`config.mk`:
```
export PLATFORM = sky130hd
export DESIGN_NAME = spectrum_unloader
export DESIGN_NICKNAME = d
export VERILOG_FILES = /design/src/source/fft_pkg.sv /design/src/source/spectrum_unloader.sv
export SDC_FILE = /design/constraint.sdc
export NUM_CORES = 1
export LEC_CHECK = 0
export BUFFER_PORTS_ARGS = -buffer_cell sky130_fd_sc_hd__buf_4
export CORE_MARGIN = 1
export CORE_UTILIZATION = 28
export DETAILED_ROUTE_END_ITERATION = 7
export PLACE_DENSITY = 0.79
export RECOVER_POWER = 25
export SLEW_MARGIN = 30
export SYNTH_ARGS = -nofsm -noshare
export SYNTH_HDL_FRONTEND = slang
export SYNTH_SLANG_ARGS = --single-unit
```
`constraint.sdc`:
```
create_clock -name clk -period 1.8 [get_ports clk]
set_clock_uncertainty 0.1 [all_clocks]
set_input_delay 0.18 -clock clk [delete_from_list [all_inputs] [get_ports clk]]
set_output_delay 0.18 -clock clk [all_outputs]
set_load 0.01 [all_outputs]
```
`src/source/fft_pkg.sv`:
```
package fft_pkg;

	localparam int FFT_POINTS = 16;
	localparam int FFT_STAGES = 4;
	localparam int SAMPLE_W = 20;
	localparam int TWIDDLE_W = 18;
	localparam int TWIDDLE_FRAC = 16; // 1.0 is 2**16

	typedef logic signed [SAMPLE_W-1:0] sample_t;
	typedef logic signed [TWIDDLE_W-1:0] twiddle_t;
	typedef logic [3:0] index_t;

	typedef enum logic [1:0]
	{
		stage_idle,
		stage_busy,
		stage_flush
	} stage_state_t;

	// W16^k = cos(2 pi k/16) - j sin(2 pi k/16)
	localparam twiddle_t twiddle_cos [0:7] = '{
		18'sd65536,
		18'sd60547,
		18'sd46341,
		18'sd25080,
		18'sd0,
		-18'sd25080,
		-18'sd46341,
		-18'sd60547
	};

	localparam twiddle_t twiddle_sin [0:7] = '{ // Already negated
		18'sd0,
		-18'sd25080,
		-18'sd46341,
		-18'sd60547,
		-18'sd65536,
		-18'sd60547,
		-18'sd46341,
		-18'sd25080
	};

endpackage : fft_pkg

```
`src/source/spectrum_unloader.sv`:
```
`timescale 1ns/1ps

module spectrum_unloader import fft_pkg::*;
(
	input logic clk,
	input logic reset,
	input logic up_ready,
	input sample_t up_real_a,
	input sample_t up_imag_a,
	output index_t up_addr_a,
	output logic up_release,
	output sample_t realout,
	output sample_t imagout,
	output logic startout
);

	index_t bin;
	logic reading;
	logic out_valid;

	// Once started, the bin counter runs through all 16 reads
	assign reading = (bin != '0) || up_ready;
	assign up_addr_a = bin;
	assign up_release = reading && (bin == 4'd15);

	always_ff @(posedge clk or posedge reset)
	begin
		if (reset)
		begin
			bin <= '0;
			out_valid <= 1'b0;
			startout <= 1'b0;
		end
		else
		begin
			if (reading)
				bin <= bin + 4'd1;
			out_valid <= reading;
			startout <= reading && (bin == '0); // Bin 0 on the bus next cycle
		end
	end

	// Bank read data is already registered
	assign realout = out_valid ? up_real_a : '0;
	assign imagout = out_valid ? up_imag_a : '0;

endmodule : spectrum_unloader

```
==> flow_metrics.py <==
metrics = {
    "outcome": {
        "outcome": "finished, final reports clean",
    },
    "pwr": {
        "p_sw_share_pct": 38.4,
        "p_leak_nw": 0.655,
        "p_int_uw": 672,
        "clock_power_share_pct": 11.6,
        "comb_power_share_pct": 61.2,
        "ir_worst_vdd_mv": 0.617,
        "pwr_density_cell_nw_per_um2": 866,
        "p_seq_share_pct": 27.2,
        "switchingPower_uw": 418,
    },
    "sta": {
        "period_share_pct": 85.9,
        "hold_viol": 0,
        "final.setup.tns_ns": 0,
        "finalWorstSetupSlack_ns": 0.253,
        "max_slew_margin_pct": 71.6,
        "worstMarginPinSlew_ns": 0.426,
        "slew_violations": 0,
        "rsz0062_at_grt": "no",
        "min_period_ns": 1.55,
        "fmax_ghz": 0.647,
        "setup_viol": 0,
        "fin_hold_ws_ns": 0.0687,
    },
    "routing": {
        "wl_per_cell_microns": 11.5,
        "avgViaCountPerCell": 4.14,
        "routed_wl_mm": 2.07,
        "via_count": 745,
        "ant_nets": 0,
        "drt-initial-drc-count": 5,
        "drtPass1Iterations": 4,
        "route.detailed.drc": 0,
    },
    "final_layout": {
        "areaGrowthSynthToFinish_pct": 122,
        "layout.cells.non_filler": 180,
        "final_util_pct": 69.8,
        "fillers": 166,
        "antennaDiodeCount": 0,
        "drive_above_1_share_pct": 59.4,
        "fin_nets": 202,
    },
    "min_path": {
        "worstHoldStart": "up_ready",
        "hold_class": "in -> reg",
        "holdPathStages": 3,
    },
    "global_routing": {
        "grt_use_total_pct": 18.4,
        "grt_overflow": 0,
        "antenna_found_initial": 0,
        "grt_pass1_wl_mm": 2.83,
        "grt_max_degree": 41,
        "grt_pass1_vias": 635,
    },
    "yosys": {
        "synth_top_area_cell": "and2_1",
        "synth_warnings": 0,
        "synth_area_sq_um": 566,
        "synth_area_leaders": "and2_1, dfrtp_1, ha_1",
        "yosysSeqAreaShare_pct": 26.5,
        "synth.avg_cell_area_sq_um": 8.44,
        "syn_inst": 67,
        "ys_ff_latch": 6,
        "synth_cell_type_count": 15,
        "synth_nets": 112,
        "synth.top_cell.area_share_pct": 44.2,
    },
    "setup_path": {
        "startpoint": "up_addr_a[0]",
        "start_kind": "register",
        "end_kind": "primary output",
        "cp.arrival_ns": 1.27,
        "r2r_start": "up_addr_a[0]",
        "critPathMaxFanout": 5,
        "crit_type": "reg -> out",
        "required_ns": 1.52,
        "reg2reg_depth": 4,
    },
    "clocking": {
        "cts_tree": "done",
        "htree_levels": 1,
        "cts_max_path_buffers": 2,
        "clk_pin_slew_ns": 0.05,
        "clk_latency_ns": 0.24,
        "cts_root_buffer": "clkbuf_4",
        "clkSinkCount": 6,
        "cts_setup_buffers": 0,
        "tritoncts.num_buffers": 3,
    },
    "placed_design": {
        "hpwl_mm": 1.79,
        "pre_cts_ws_ns": 0.271,
        "io_buffers": 88,
        "dp.cells": 176,
        "routabilityCongestion": 0.720,
    },
    "floorplan": {
        "coreArea_sq_um": 1800,
        "dieArea_sq_um": 2200,
        "die_h_microns": 46.9,
        "initial_core_util_pct": 31.4,
        "boundaryPins": 89,
        "die_w_microns": 46.9,
        "num_rows": 15,
    },
    "job": {
        "maxCapViolations": 0,
    },
}
cells in the final DEF (no fill, tap or decap), drive strengths merged, types with 2 or more instances in the layout:
cell type,count
buf,82
and2,40
clkbuf,9
dfrtp,6
inv,4
xnor2,2
ha,2
flip-flops by register name, summed over array words and instances, names as in the netlist:
signal / cells
out_valid: 1
startout: 1
up_addr_a: 4
synth_stat cells (all sizes together):
cell type	count
mux2	1
nand3	1
nand2b	1
and2	40
and3	1
clkbuf	4
nor4b	1
and4bb	1
o21ai	1
inv	4
ha	2
xnor2	2
dfrtp	6
nor3b	1
or2b	1
logic make-up after synthesis:
family          count (synthesis)  synth area share, %
simple gates                   47                 57.1
buf+inv                         8                 5.31
flops                           6                 26.5
xor+xnor                        2                 3.10
fa+ha+maj                       2                 4.42
compound gates                  1                0.884
mux                             1                 2.65
power groups by stage:
| stage | clock network (mW) | logic, mW | registers [mW] |
|---|---|---|---|
| floorplan | 0 | 0.344 | 0.287 |
| global placement | 0 | 0.699 | 0.292 |
| detailed placement | 0 | 0.716 | 0.301 |
| CTS | 0.133 | 0.719 | 0.301 |
| global route | 0.144 | 0.726 | 0.313 |
| finish | 0.126 | 0.666 | 0.297 |
final timing paths:
check,to,slack [ns]
setup / recovery,up_release,0.25
setup reg to reg,up_addr_a[1],0.29
hold reg to reg,up_addr_a[0],0.46
min in group asynchronous,up_addr_a[3],0.29
hold / removal,out_valid,0.07
max in group asynchronous,out_valid,1.10
critical path, cell delays in order, from the launching register on:
cell     delay [ns]
dfrtp_1        0.42
ha_1           0.26
and3_2         0.20
buf_4          0.14
metal layers:
metal / up-vias / wire, microns / global-route usage (%)
met5: - / 0 / 0
met4: 0 / 0 / 8.57
met3: 0 / 237 / 6.15
met2: 41 / 1050 / 32.5
met1: 323 / 775 / 19.7
li1: 381 / - / -
what timing repair did:
action                     CTS  global route
gates resized for setup      0             1
setup endpoints to repair    0            40
hold buffers                 1             0
hold endpoints to repair     6             0
metrics by stage:
step	power, mW	area [sq um]
CTS	1.15	1270
finish	1.09	1260
floorplan	0.631	566
global placement	0.991	1240
detailed placement	1.02	1240
global route	1.18	1260
area by class of cell:
| cell class | instances | area (sq um) | share of cell area, % |
|---|---|---|---|
| inverter | 4 | 15.0 | 1.19 |
| timing repair buffer | 89 | 652 | 51.8 |
| tap | 25 | 31.3 | 2.49 |
| sequential | 6 | 151 | 12.0 |
| clock buffer | 3 | 22.5 | 1.79 |
| multi-input combinational | 53 | 385 | 30.6 |
No activity file was read; power rests on OpenSTA's default activity.
