`config.mk`:
```
export PLATFORM = sky130hd
export DESIGN_NAME = fft_stage
export DESIGN_NICKNAME = d
export VERILOG_FILES = /design/src/source/fft_pkg.sv /design/src/source/frame_bank.sv /design/src/source/butterfly.sv /design/src/source/fft_stage.sv
export SDC_FILE = /design/constraint.sdc
export NUM_CORES = 2
export LEC_CHECK = 0
export BUFFER_PORTS_ARGS = -buffer_cell sky130_fd_sc_hd__buf_4
export CAP_MARGIN = 20
export CORE_ASPECT_RATIO = 1.2
export CORE_MARGIN = 8
export CORE_UTILIZATION = 63
export CTS_CLUSTER_DIAMETER = 60
export DETAILED_ROUTE_END_ITERATION = 10
export PLACE_DENSITY = 0.8
export SLEW_MARGIN = 20
export SYNTH_ARGS = -nofsm -noshare
export SYNTH_HDL_FRONTEND = slang
export SYNTH_SLANG_ARGS = --single-unit
```
`constraint.sdc`:
```
create_clock -name clk -period 9.9 [get_ports clk]
set_clock_uncertainty 0.1 [all_clocks]
set_input_delay 0.495 -clock clk [delete_from_list [all_inputs] [get_ports clk]]
set_output_delay 0.495 -clock clk [all_outputs]
set_load 0.05 [all_outputs]
```
`src/source/fft_pkg.sv`:
```
package fft_pkg;

	localparam int FFT_POINTS = 16;
	localparam int FFT_STAGES = 4;
	localparam int SAMPLE_W = 20;
	localparam int TWIDDLE_W = 18;
	localparam int TWIDDLE_FRAC = 16; // 1.0 is 2**16

	typedef logic signed [SAMPLE_W-1:0] sample_t;
	typedef logic signed [TWIDDLE_W-1:0] twiddle_t;
	typedef logic [3:0] index_t;

	typedef enum logic [1:0]
	{
		stage_idle,
		stage_busy,
		stage_flush
	} stage_state_t;

	// W16^k = cos(2 pi k/16) - j sin(2 pi k/16)
	localparam twiddle_t twiddle_cos [0:7] = '{
		18'sd65536,
		18'sd60547,
		18'sd46341,
		18'sd25080,
		18'sd0,
		-18'sd25080,
		-18'sd46341,
		-18'sd60547
	};

	localparam twiddle_t twiddle_sin [0:7] = '{ // Already negated
		18'sd0,
		-18'sd25080,
		-18'sd46341,
		-18'sd60547,
		-18'sd65536,
		-18'sd60547,
		-18'sd46341,
		-18'sd25080
	};

endpackage : fft_pkg

```
`src/source/frame_bank.sv`:
```
`timescale 1ns/1ps

module frame_bank import fft_pkg::*;
(
	input logic clk,
	input logic reset,
	input logic wr_en,
	input index_t wr_addr_a,
	input index_t wr_addr_b,
	input sample_t wr_real_a,
	input sample_t wr_imag_a,
	input sample_t wr_real_b,
	input sample_t wr_imag_b,
	input logic wr_done,
	input index_t rd_addr_a,
	input index_t rd_addr_b,
	input logic rd_release,
	output sample_t rd_real_a,
	output sample_t rd_imag_a,
	output sample_t rd_real_b,
	output sample_t rd_imag_b,
	output logic frame_ready,
	output logic wr_bank_full
);

	sample_t bank_real [0:1][0:FFT_POINTS-1];
	sample_t bank_imag [0:1][0:FFT_POINTS-1];
	logic wr_bank, rd_bank;
	logic [1:0] full;

	assign frame_ready = full[rd_bank];
	assign wr_bank_full = full[wr_bank];

	always_ff @(posedge clk)
	begin
		if (wr_en)
		begin
			bank_real[wr_bank][wr_addr_b] <= wr_real_b;
			bank_imag[wr_bank][wr_addr_b] <= wr_imag_b;
			bank_real[wr_bank][wr_addr_a] <= wr_real_a; // Port a wins on a clash
			bank_imag[wr_bank][wr_addr_a] <= wr_imag_a;
		end
		rd_real_a <= bank_real[rd_bank][rd_addr_a];
		rd_imag_a <= bank_imag[rd_bank][rd_addr_a];
		rd_real_b <= bank_real[rd_bank][rd_addr_b];
		rd_imag_b <= bank_imag[rd_bank][rd_addr_b];
	end

	// Ping-pong pointers and full flags
	always_ff @(posedge clk or posedge reset)
	begin
		if (reset)
		begin
			wr_bank <= 1'b0;
			rd_bank <= 1'b0;
			full <= '0;
		end
		else
		begin
			if (wr_done)
			begin
				full[wr_bank] <= 1'b1;
				wr_bank <= ~wr_bank;
			end
			if (rd_release)
			begin
				full[rd_bank] <= 1'b0;
				rd_bank <= ~rd_bank;
			end
		end
	end

endmodule : frame_bank

```
`src/source/butterfly.sv`:
```
`timescale 1ns/1ps

module butterfly import fft_pkg::*;
(
	input logic clk,
	input logic in_valid,
	input sample_t a_real,
	input sample_t a_imag,
	input sample_t b_real,
	input sample_t b_imag,
	input twiddle_t w_cos,
	input twiddle_t w_sin,
	output sample_t sum_real,
	output sample_t sum_imag,
	output sample_t diff_real,
	output sample_t diff_imag,
	output logic out_valid
);

	logic signed [SAMPLE_W+TWIDDLE_W:0] prod_real, prod_imag;
	logic signed [SAMPLE_W+1:0] t_real, t_imag;
	logic signed [SAMPLE_W+2:0] sum_r, sum_i, diff_r, diff_i;
	sample_t a_real_d, a_imag_d;
	logic mul_valid;

	always_comb
	begin
		prod_real = b_real * w_cos - b_imag * w_sin;
		prod_imag = b_real * w_sin + b_imag * w_cos;
		sum_r = a_real_d + t_real;
		sum_i = a_imag_d + t_imag;
		diff_r = a_real_d - t_real;
		diff_i = a_imag_d - t_imag;
	end

	always_ff @(posedge clk)
	begin
		mul_valid <= in_valid;
		a_real_d <= a_real;
		a_imag_d <= a_imag;
		t_real <= prod_real[TWIDDLE_FRAC +: SAMPLE_W+2]; // Truncate fraction
		t_imag <= prod_imag[TWIDDLE_FRAC +: SAMPLE_W+2];

		out_valid <= mul_valid;
		sum_real <= sum_r[SAMPLE_W:1]; // Halved
		sum_imag <= sum_i[SAMPLE_W:1];
		diff_real <= diff_r[SAMPLE_W:1];
		diff_imag <= diff_i[SAMPLE_W:1];
	end

endmodule : butterfly

```
`src/source/fft_stage.sv`:
```
`timescale 1ns/1ps

module fft_stage import fft_pkg::*;
#(
	parameter int STAGE_INDEX = 0
)
(
	input logic clk,
	input logic reset,
	input logic up_ready,
	input sample_t up_real_a,
	input sample_t up_imag_a,
	input sample_t up_real_b,
	input sample_t up_imag_b,
	output index_t up_addr_a,
	output index_t up_addr_b,
	output logic up_release,
	input index_t rd_addr_a,
	input index_t rd_addr_b,
	input logic rd_release,
	output sample_t rd_real_a,
	output sample_t rd_imag_a,
	output sample_t rd_real_b,
	output sample_t rd_imag_b,
	output logic frame_ready
);

	stage_state_t state;
	logic [2:0] bf_count;
	logic [2:0] tw_idx;
	logic [2:0] last_pipe;
	logic start, issue, wr_bank_full, wr_done;
	logic bf_valid, bf_out_valid;
	index_t pos;
	index_t addr_a_pipe [0:2];
	index_t addr_b_pipe [0:2];
	twiddle_t w_cos, w_sin;
	sample_t sum_real, sum_imag, diff_real, diff_imag;

	assign start = (state == stage_idle) && up_ready && !wr_bank_full;
	assign issue = start || (state == stage_busy);
	assign wr_done = bf_out_valid && last_pipe[2];
	assign up_release = wr_done;

	// Pair addresses and twiddle exponent for this stage's span
	always_comb
	begin
		pos = {1'b0, bf_count} & index_t'((1 << STAGE_INDEX) - 1);
		up_addr_a = index_t'(({1'b0, bf_count} >> STAGE_INDEX) << (STAGE_INDEX + 1)) | pos;
		up_addr_b = up_addr_a | index_t'(1 << STAGE_INDEX);
		tw_idx = 3'(pos << (FFT_STAGES - 1 - STAGE_INDEX));
	end

	always_ff @(posedge clk or posedge reset)
	begin
		if (reset)
		begin
			state <= stage_idle;
			bf_count <= '0;
			bf_valid <= 1'b0;
			last_pipe <= '0;
		end
		else
		begin
			bf_valid <= issue;
			last_pipe <= {last_pipe[1:0], issue && (bf_count == 3'd7)};
			if (issue)
				bf_count <= bf_count + 3'd1;
			case (state)
				stage_idle:
					if (start)
						state <= stage_busy;
				stage_busy:
					if (bf_count == 3'd7)
						state <= stage_flush;
				stage_flush:
					if (wr_done)
						state <= stage_idle;
				default:
					state <= stage_idle;
			endcase
		end
	end

	// Twiddle lines up with read data, addresses with butterfly output
	always_ff @(posedge clk)
	begin
		w_cos <= twiddle_cos[tw_idx];
		w_sin <= twiddle_sin[tw_idx];
		addr_a_pipe[0] <= up_addr_a;
		addr_b_pipe[0] <= up_addr_b;
		for (int i = 1; i < 3; i++)
		begin
			addr_a_pipe[i] <= addr_a_pipe[i-1];
			addr_b_pipe[i] <= addr_b_pipe[i-1];
		end
	end

	butterfly u_butterfly (
		.clk(clk),
		.in_valid(bf_valid),
		.a_real(up_real_a),
		.a_imag(up_imag_a),
		.b_real(up_real_b),
		.b_imag(up_imag_b),
		.w_cos(w_cos),
		.w_sin(w_sin),
		.sum_real(sum_real),
		.sum_imag(sum_imag),
		.diff_real(diff_real),
		.diff_imag(diff_imag),
		.out_valid(bf_out_valid)
	);

	frame_bank u_bank (
		.clk(clk),
		.reset(reset),
		.wr_en(bf_out_valid),
		.wr_addr_a(addr_a_pipe[2]),
		.wr_addr_b(addr_b_pipe[2]),
		.wr_real_a(sum_real),
		.wr_imag_a(sum_imag),
		.wr_real_b(diff_real),
		.wr_imag_b(diff_imag),
		.wr_done(wr_done),
		.rd_addr_a(rd_addr_a),
		.rd_addr_b(rd_addr_b),
		.rd_release(rd_release),
		.rd_real_a(rd_real_a),
		.rd_imag_a(rd_imag_a),
		.rd_real_b(rd_real_b),
		.rd_imag_b(rd_imag_b),
		.frame_ready(frame_ready),
		.wr_bank_full(wr_bank_full)
	);

endmodule : fft_stage

```
==> key figures <==
Worst setup path
  • CP required: 10.43 ns
  • Worst setup EP type: flip-flop
  • Most frequent CP cell: mux4_2
  • Worst stage delay on the critical path: 0.93 ns
  • CP Launch Type: flip-flop
  • Crit path DAT: 5.03 ns
  • CP Cell Sequence: buf_12, buf_16, buf_4, mux4_2, mux4_2, mux2_2
  • Slowest cell on crit path: dfrtp_4
  • Crit Path Class: flip-flop to flip-flop
  • Worst Path Buf+Inv: 3
  • Worst path top cell family by delay: buffers and inverters
  • Worst-path maximum fanout: 91

Route
  • Routed wire length: 179000 µm
  • DR iter-0 viols: roughly 4.8k
  • DR WL/cell: 32.8 µm
  • Drt first pass iters: 5
  • Vias per cell: 7.18
  • Final ANT Viol Nets: 0
  • Drt drc: 0
  • Via Count: 39.3k

Final layout
  • Post-synthesis to final-layout area growth: 12.1%
  • Multi-input logic area: 26600 µm²
  • Reg area: 43800 µm²
  • Nets: 4012
  • Filler cell count: 6649
  • Largest regs: u_bank.bank_imag (640), u_bank.bank_real (640)
  • Share of cells above drive strength 1: 43.1%

Floorplan
  • Die Width: 324 µm
  • Initial Utilization: 63.5%
  • Core Box Area: between 100000 and 150000 µm²
  • Die area: 125000 µm²
  • Num ports: 182
  • Std-Cell Rows: 135
  • Die Y: 386 µm

Worst hold path
  • Hold/Removal Path Class: input pin to async pin

STA
  • Fmax: 0.223 GHz
  • Fin. Hold Viols: 0
  • Worst slew pin tran: 1.22 ns
  • Final setup vio count: 0
  • Slew Limit Fails: 0
  • Final Cycle Share: 45.4%
  • RSZ-0062 raised after global routing: no
  • Setup TNS: 0 ns
  • Worst setup margin: approximately 5.4 ns
  • Minimum clock period: 4.49 ns
  • Slew headroom: 18.4%

Logic synthesis
  • Commonest register cell after synthesis: edfxtp_1
  • Net count after synthesis: roughly 3.8k
  • Mapped Cells: about 3.6k
  • Async SR Flop Fraction: 0.842%
  • Largest cells by area after synthesis: edfxtp_1 54%, mux4_2 25%, dfxtp_1 7.0%
  • Post-synthesis register bit count: 1544
  • Post-synth top area cell: edfxtp_1
  • Mapped cell area: about 72000 µm²
  • Ys Warns: 0
  • Synth top area share: 53.6%
  • Avg Cell Area, Syn: 19.8 µm²
  • EDFF count, synth: 1280
  • Register area share after synthesis: approximately three fifths
  • Synth unique cells: 63

Global route
  • First-pass GRT wire length: 264000 µm
  • Total Routing Usage GR: between 20 and 30%
  • Vias in the first global route: 41.4k
  • Antenna violations before repair: 2
  • Largest net degree at the start of global routing: between 150 and 200
  • Grt total ovfl: 0

Power
  • Leak: 26.6 nW
  • Maximum vdd ir drop: 0.294 mV
  • PD cells: around 280 nW/µm²

CTS
  • Longest Clk Path Bufs: 3
  • Clock root cell: clkbuf_16
  • Worst-path clk slew: 0.07 ns
  • H-tree level count: 4
  • Post-CTS setup buffers: 0
  • CTS tree: built
  • Total CTS buffers: 149
  • # clock sinks: 1544
  • Clock Latency Late Sink: 0.77 ns

Flow run
  • MaxCap Viol Count: 0

Placement
  • PortBufs: 179
  • DP HPWL: between 90000 and 100000 µm
  • Pre-CTS setup slack: 5.42 ns
  • RePlAce Congestion: 0.874

Outcome
  • Status: finished, final reports clean
cells in the mapped netlist, drive strengths merged (5+ instances only):
cell type / instances
and2: 5
a21o: 13
nor3: 21
a21oi: 62
nand2b: 14
nor2: 72
nand2: 35
inv: 76
dfxtp: 251
ha: 78
nand4: 7
o21ai: 21
nor4: 9
xnor2: 56
a211oi: 10
buf: 92
a31oi: 7
nand3: 12
dfrtp: 13
mux4: 800
clkbuf: 168
edfxtp: 1280
o211ai: 9
and3: 6
xor2: 13
mux2: 404
o31ai: 8
nor2b: 15
o21bai: 9
report_power, final:
group | switching, mW | total, mW | leakage (nW) | internal [mW]
logic | 3.67 | 7.15 | 10.3 | 3.48
clock network | 2.41 | 5.82 | 2.48 | 3.41
registers | 0.914 | 9.65 | 13.9 | 8.74
metrics by stage:
step	utilization (%)	power [mW]	instance area, µm²	hold WS, ns	std cells
2_1_floorplan	-	14.9	71700	0.210	3622
6_report	71.2	22.6	80300	0.207	5469
3_3_place_gp	65.9	16.5	74400	0.214	5107
4_1_cts	71.1	22.7	80300	0.170	5464
3_5_place_dp	65.9	16.8	74400	0.218	5107
5_1_grt	71.2	23.4	80300	0.235	5466
logic make-up after synthesis:
kind of cell | Yosys count | share of synthesized area, %
AO/OA/AOI/OAI | 171 | 1.56
XOR/XNOR | 69 | 0.843
adder cells (fa/ha/maj) | 82 | 1.47
buffers and inverters | 336 | 2.06
flip-flops | 1544 | 61.1
multiplexers | 1208 | 31.5
other | 2 | 0.0105
AND/OR/NAND/NOR | 210 | 1.43
layout by cell type, fill, tap and decap left out, drive strengths merged, types with 14 or more instances in the layout:
cell type,instances
o21ai,21
nand2,35
clkbuf,196
nor2b,15
ha,78
inv,80
nor3,21
mux4,800
a21oi,62
clkinv,52
nand2b,14
nor2,72
edfxtp,1280
dfxtp,251
xnor2,56
dlygate4sd3,85
bufinv,16
mux2,404
buf,240
final timing paths:
kind	endpoint	cells past startpoint	slack (ns)	startpoint
max	u_bank.rd_imag_a[4]$_DFF_P_	6	5.41	u_bank.rd_bank$_DFFE_PP0P_
min	u_bank.full[0]$_DFF_PP0_	3	0.21	reset
max reg2reg	u_bank.rd_imag_a[4]$_DFF_P_	6	5.41	u_bank.rd_bank$_DFFE_PP0P_
min reg2reg	addr_b_pipe[0][7]$_DFF_P_	0	0.22	addr_b_pipe[0][3]$_DFF_P_
max in group asynchronous	u_bank.rd_bank$_DFFE_PP0P_	3	9.13	reset
min in group clk	addr_b_pipe[0][7]$_DFF_P_	0	0.22	addr_b_pipe[0][3]$_DFF_P_
routing by layer:
layer,wire length (µm),GRT usage (%),vias up
li1,-,-,15683
met1,63700,38.5,20795
met2,90900,48.0,2366
met3,17300,4.95,439
met4,7490,11.0,0
met5,0,0,-
cell type report:
class	instances	share of cell area [%]
clock inverters	76	0.995
inverters	76	0.355
diodes	3	0.00935
flip-flops and latches	1544	54.5
repair buffers	325	3.46
clock buffers	196	5.25
well taps	1507	2.35
multi-input cells	1742	33.1
tightest hold or removal path: stages:
cell and delay, ns:
dlygate4sd3_1 0.54, buf_4 0.13, inv_1 0.35
what timing repair did:
action | 4_1_cts | 5_1_grt
endpoints found under the hold margin | 104 | 0
gates resized for setup | 0 | 0
hold buffers | 85 | 0
No activity file was read; power rests on OpenSTA's default activity.
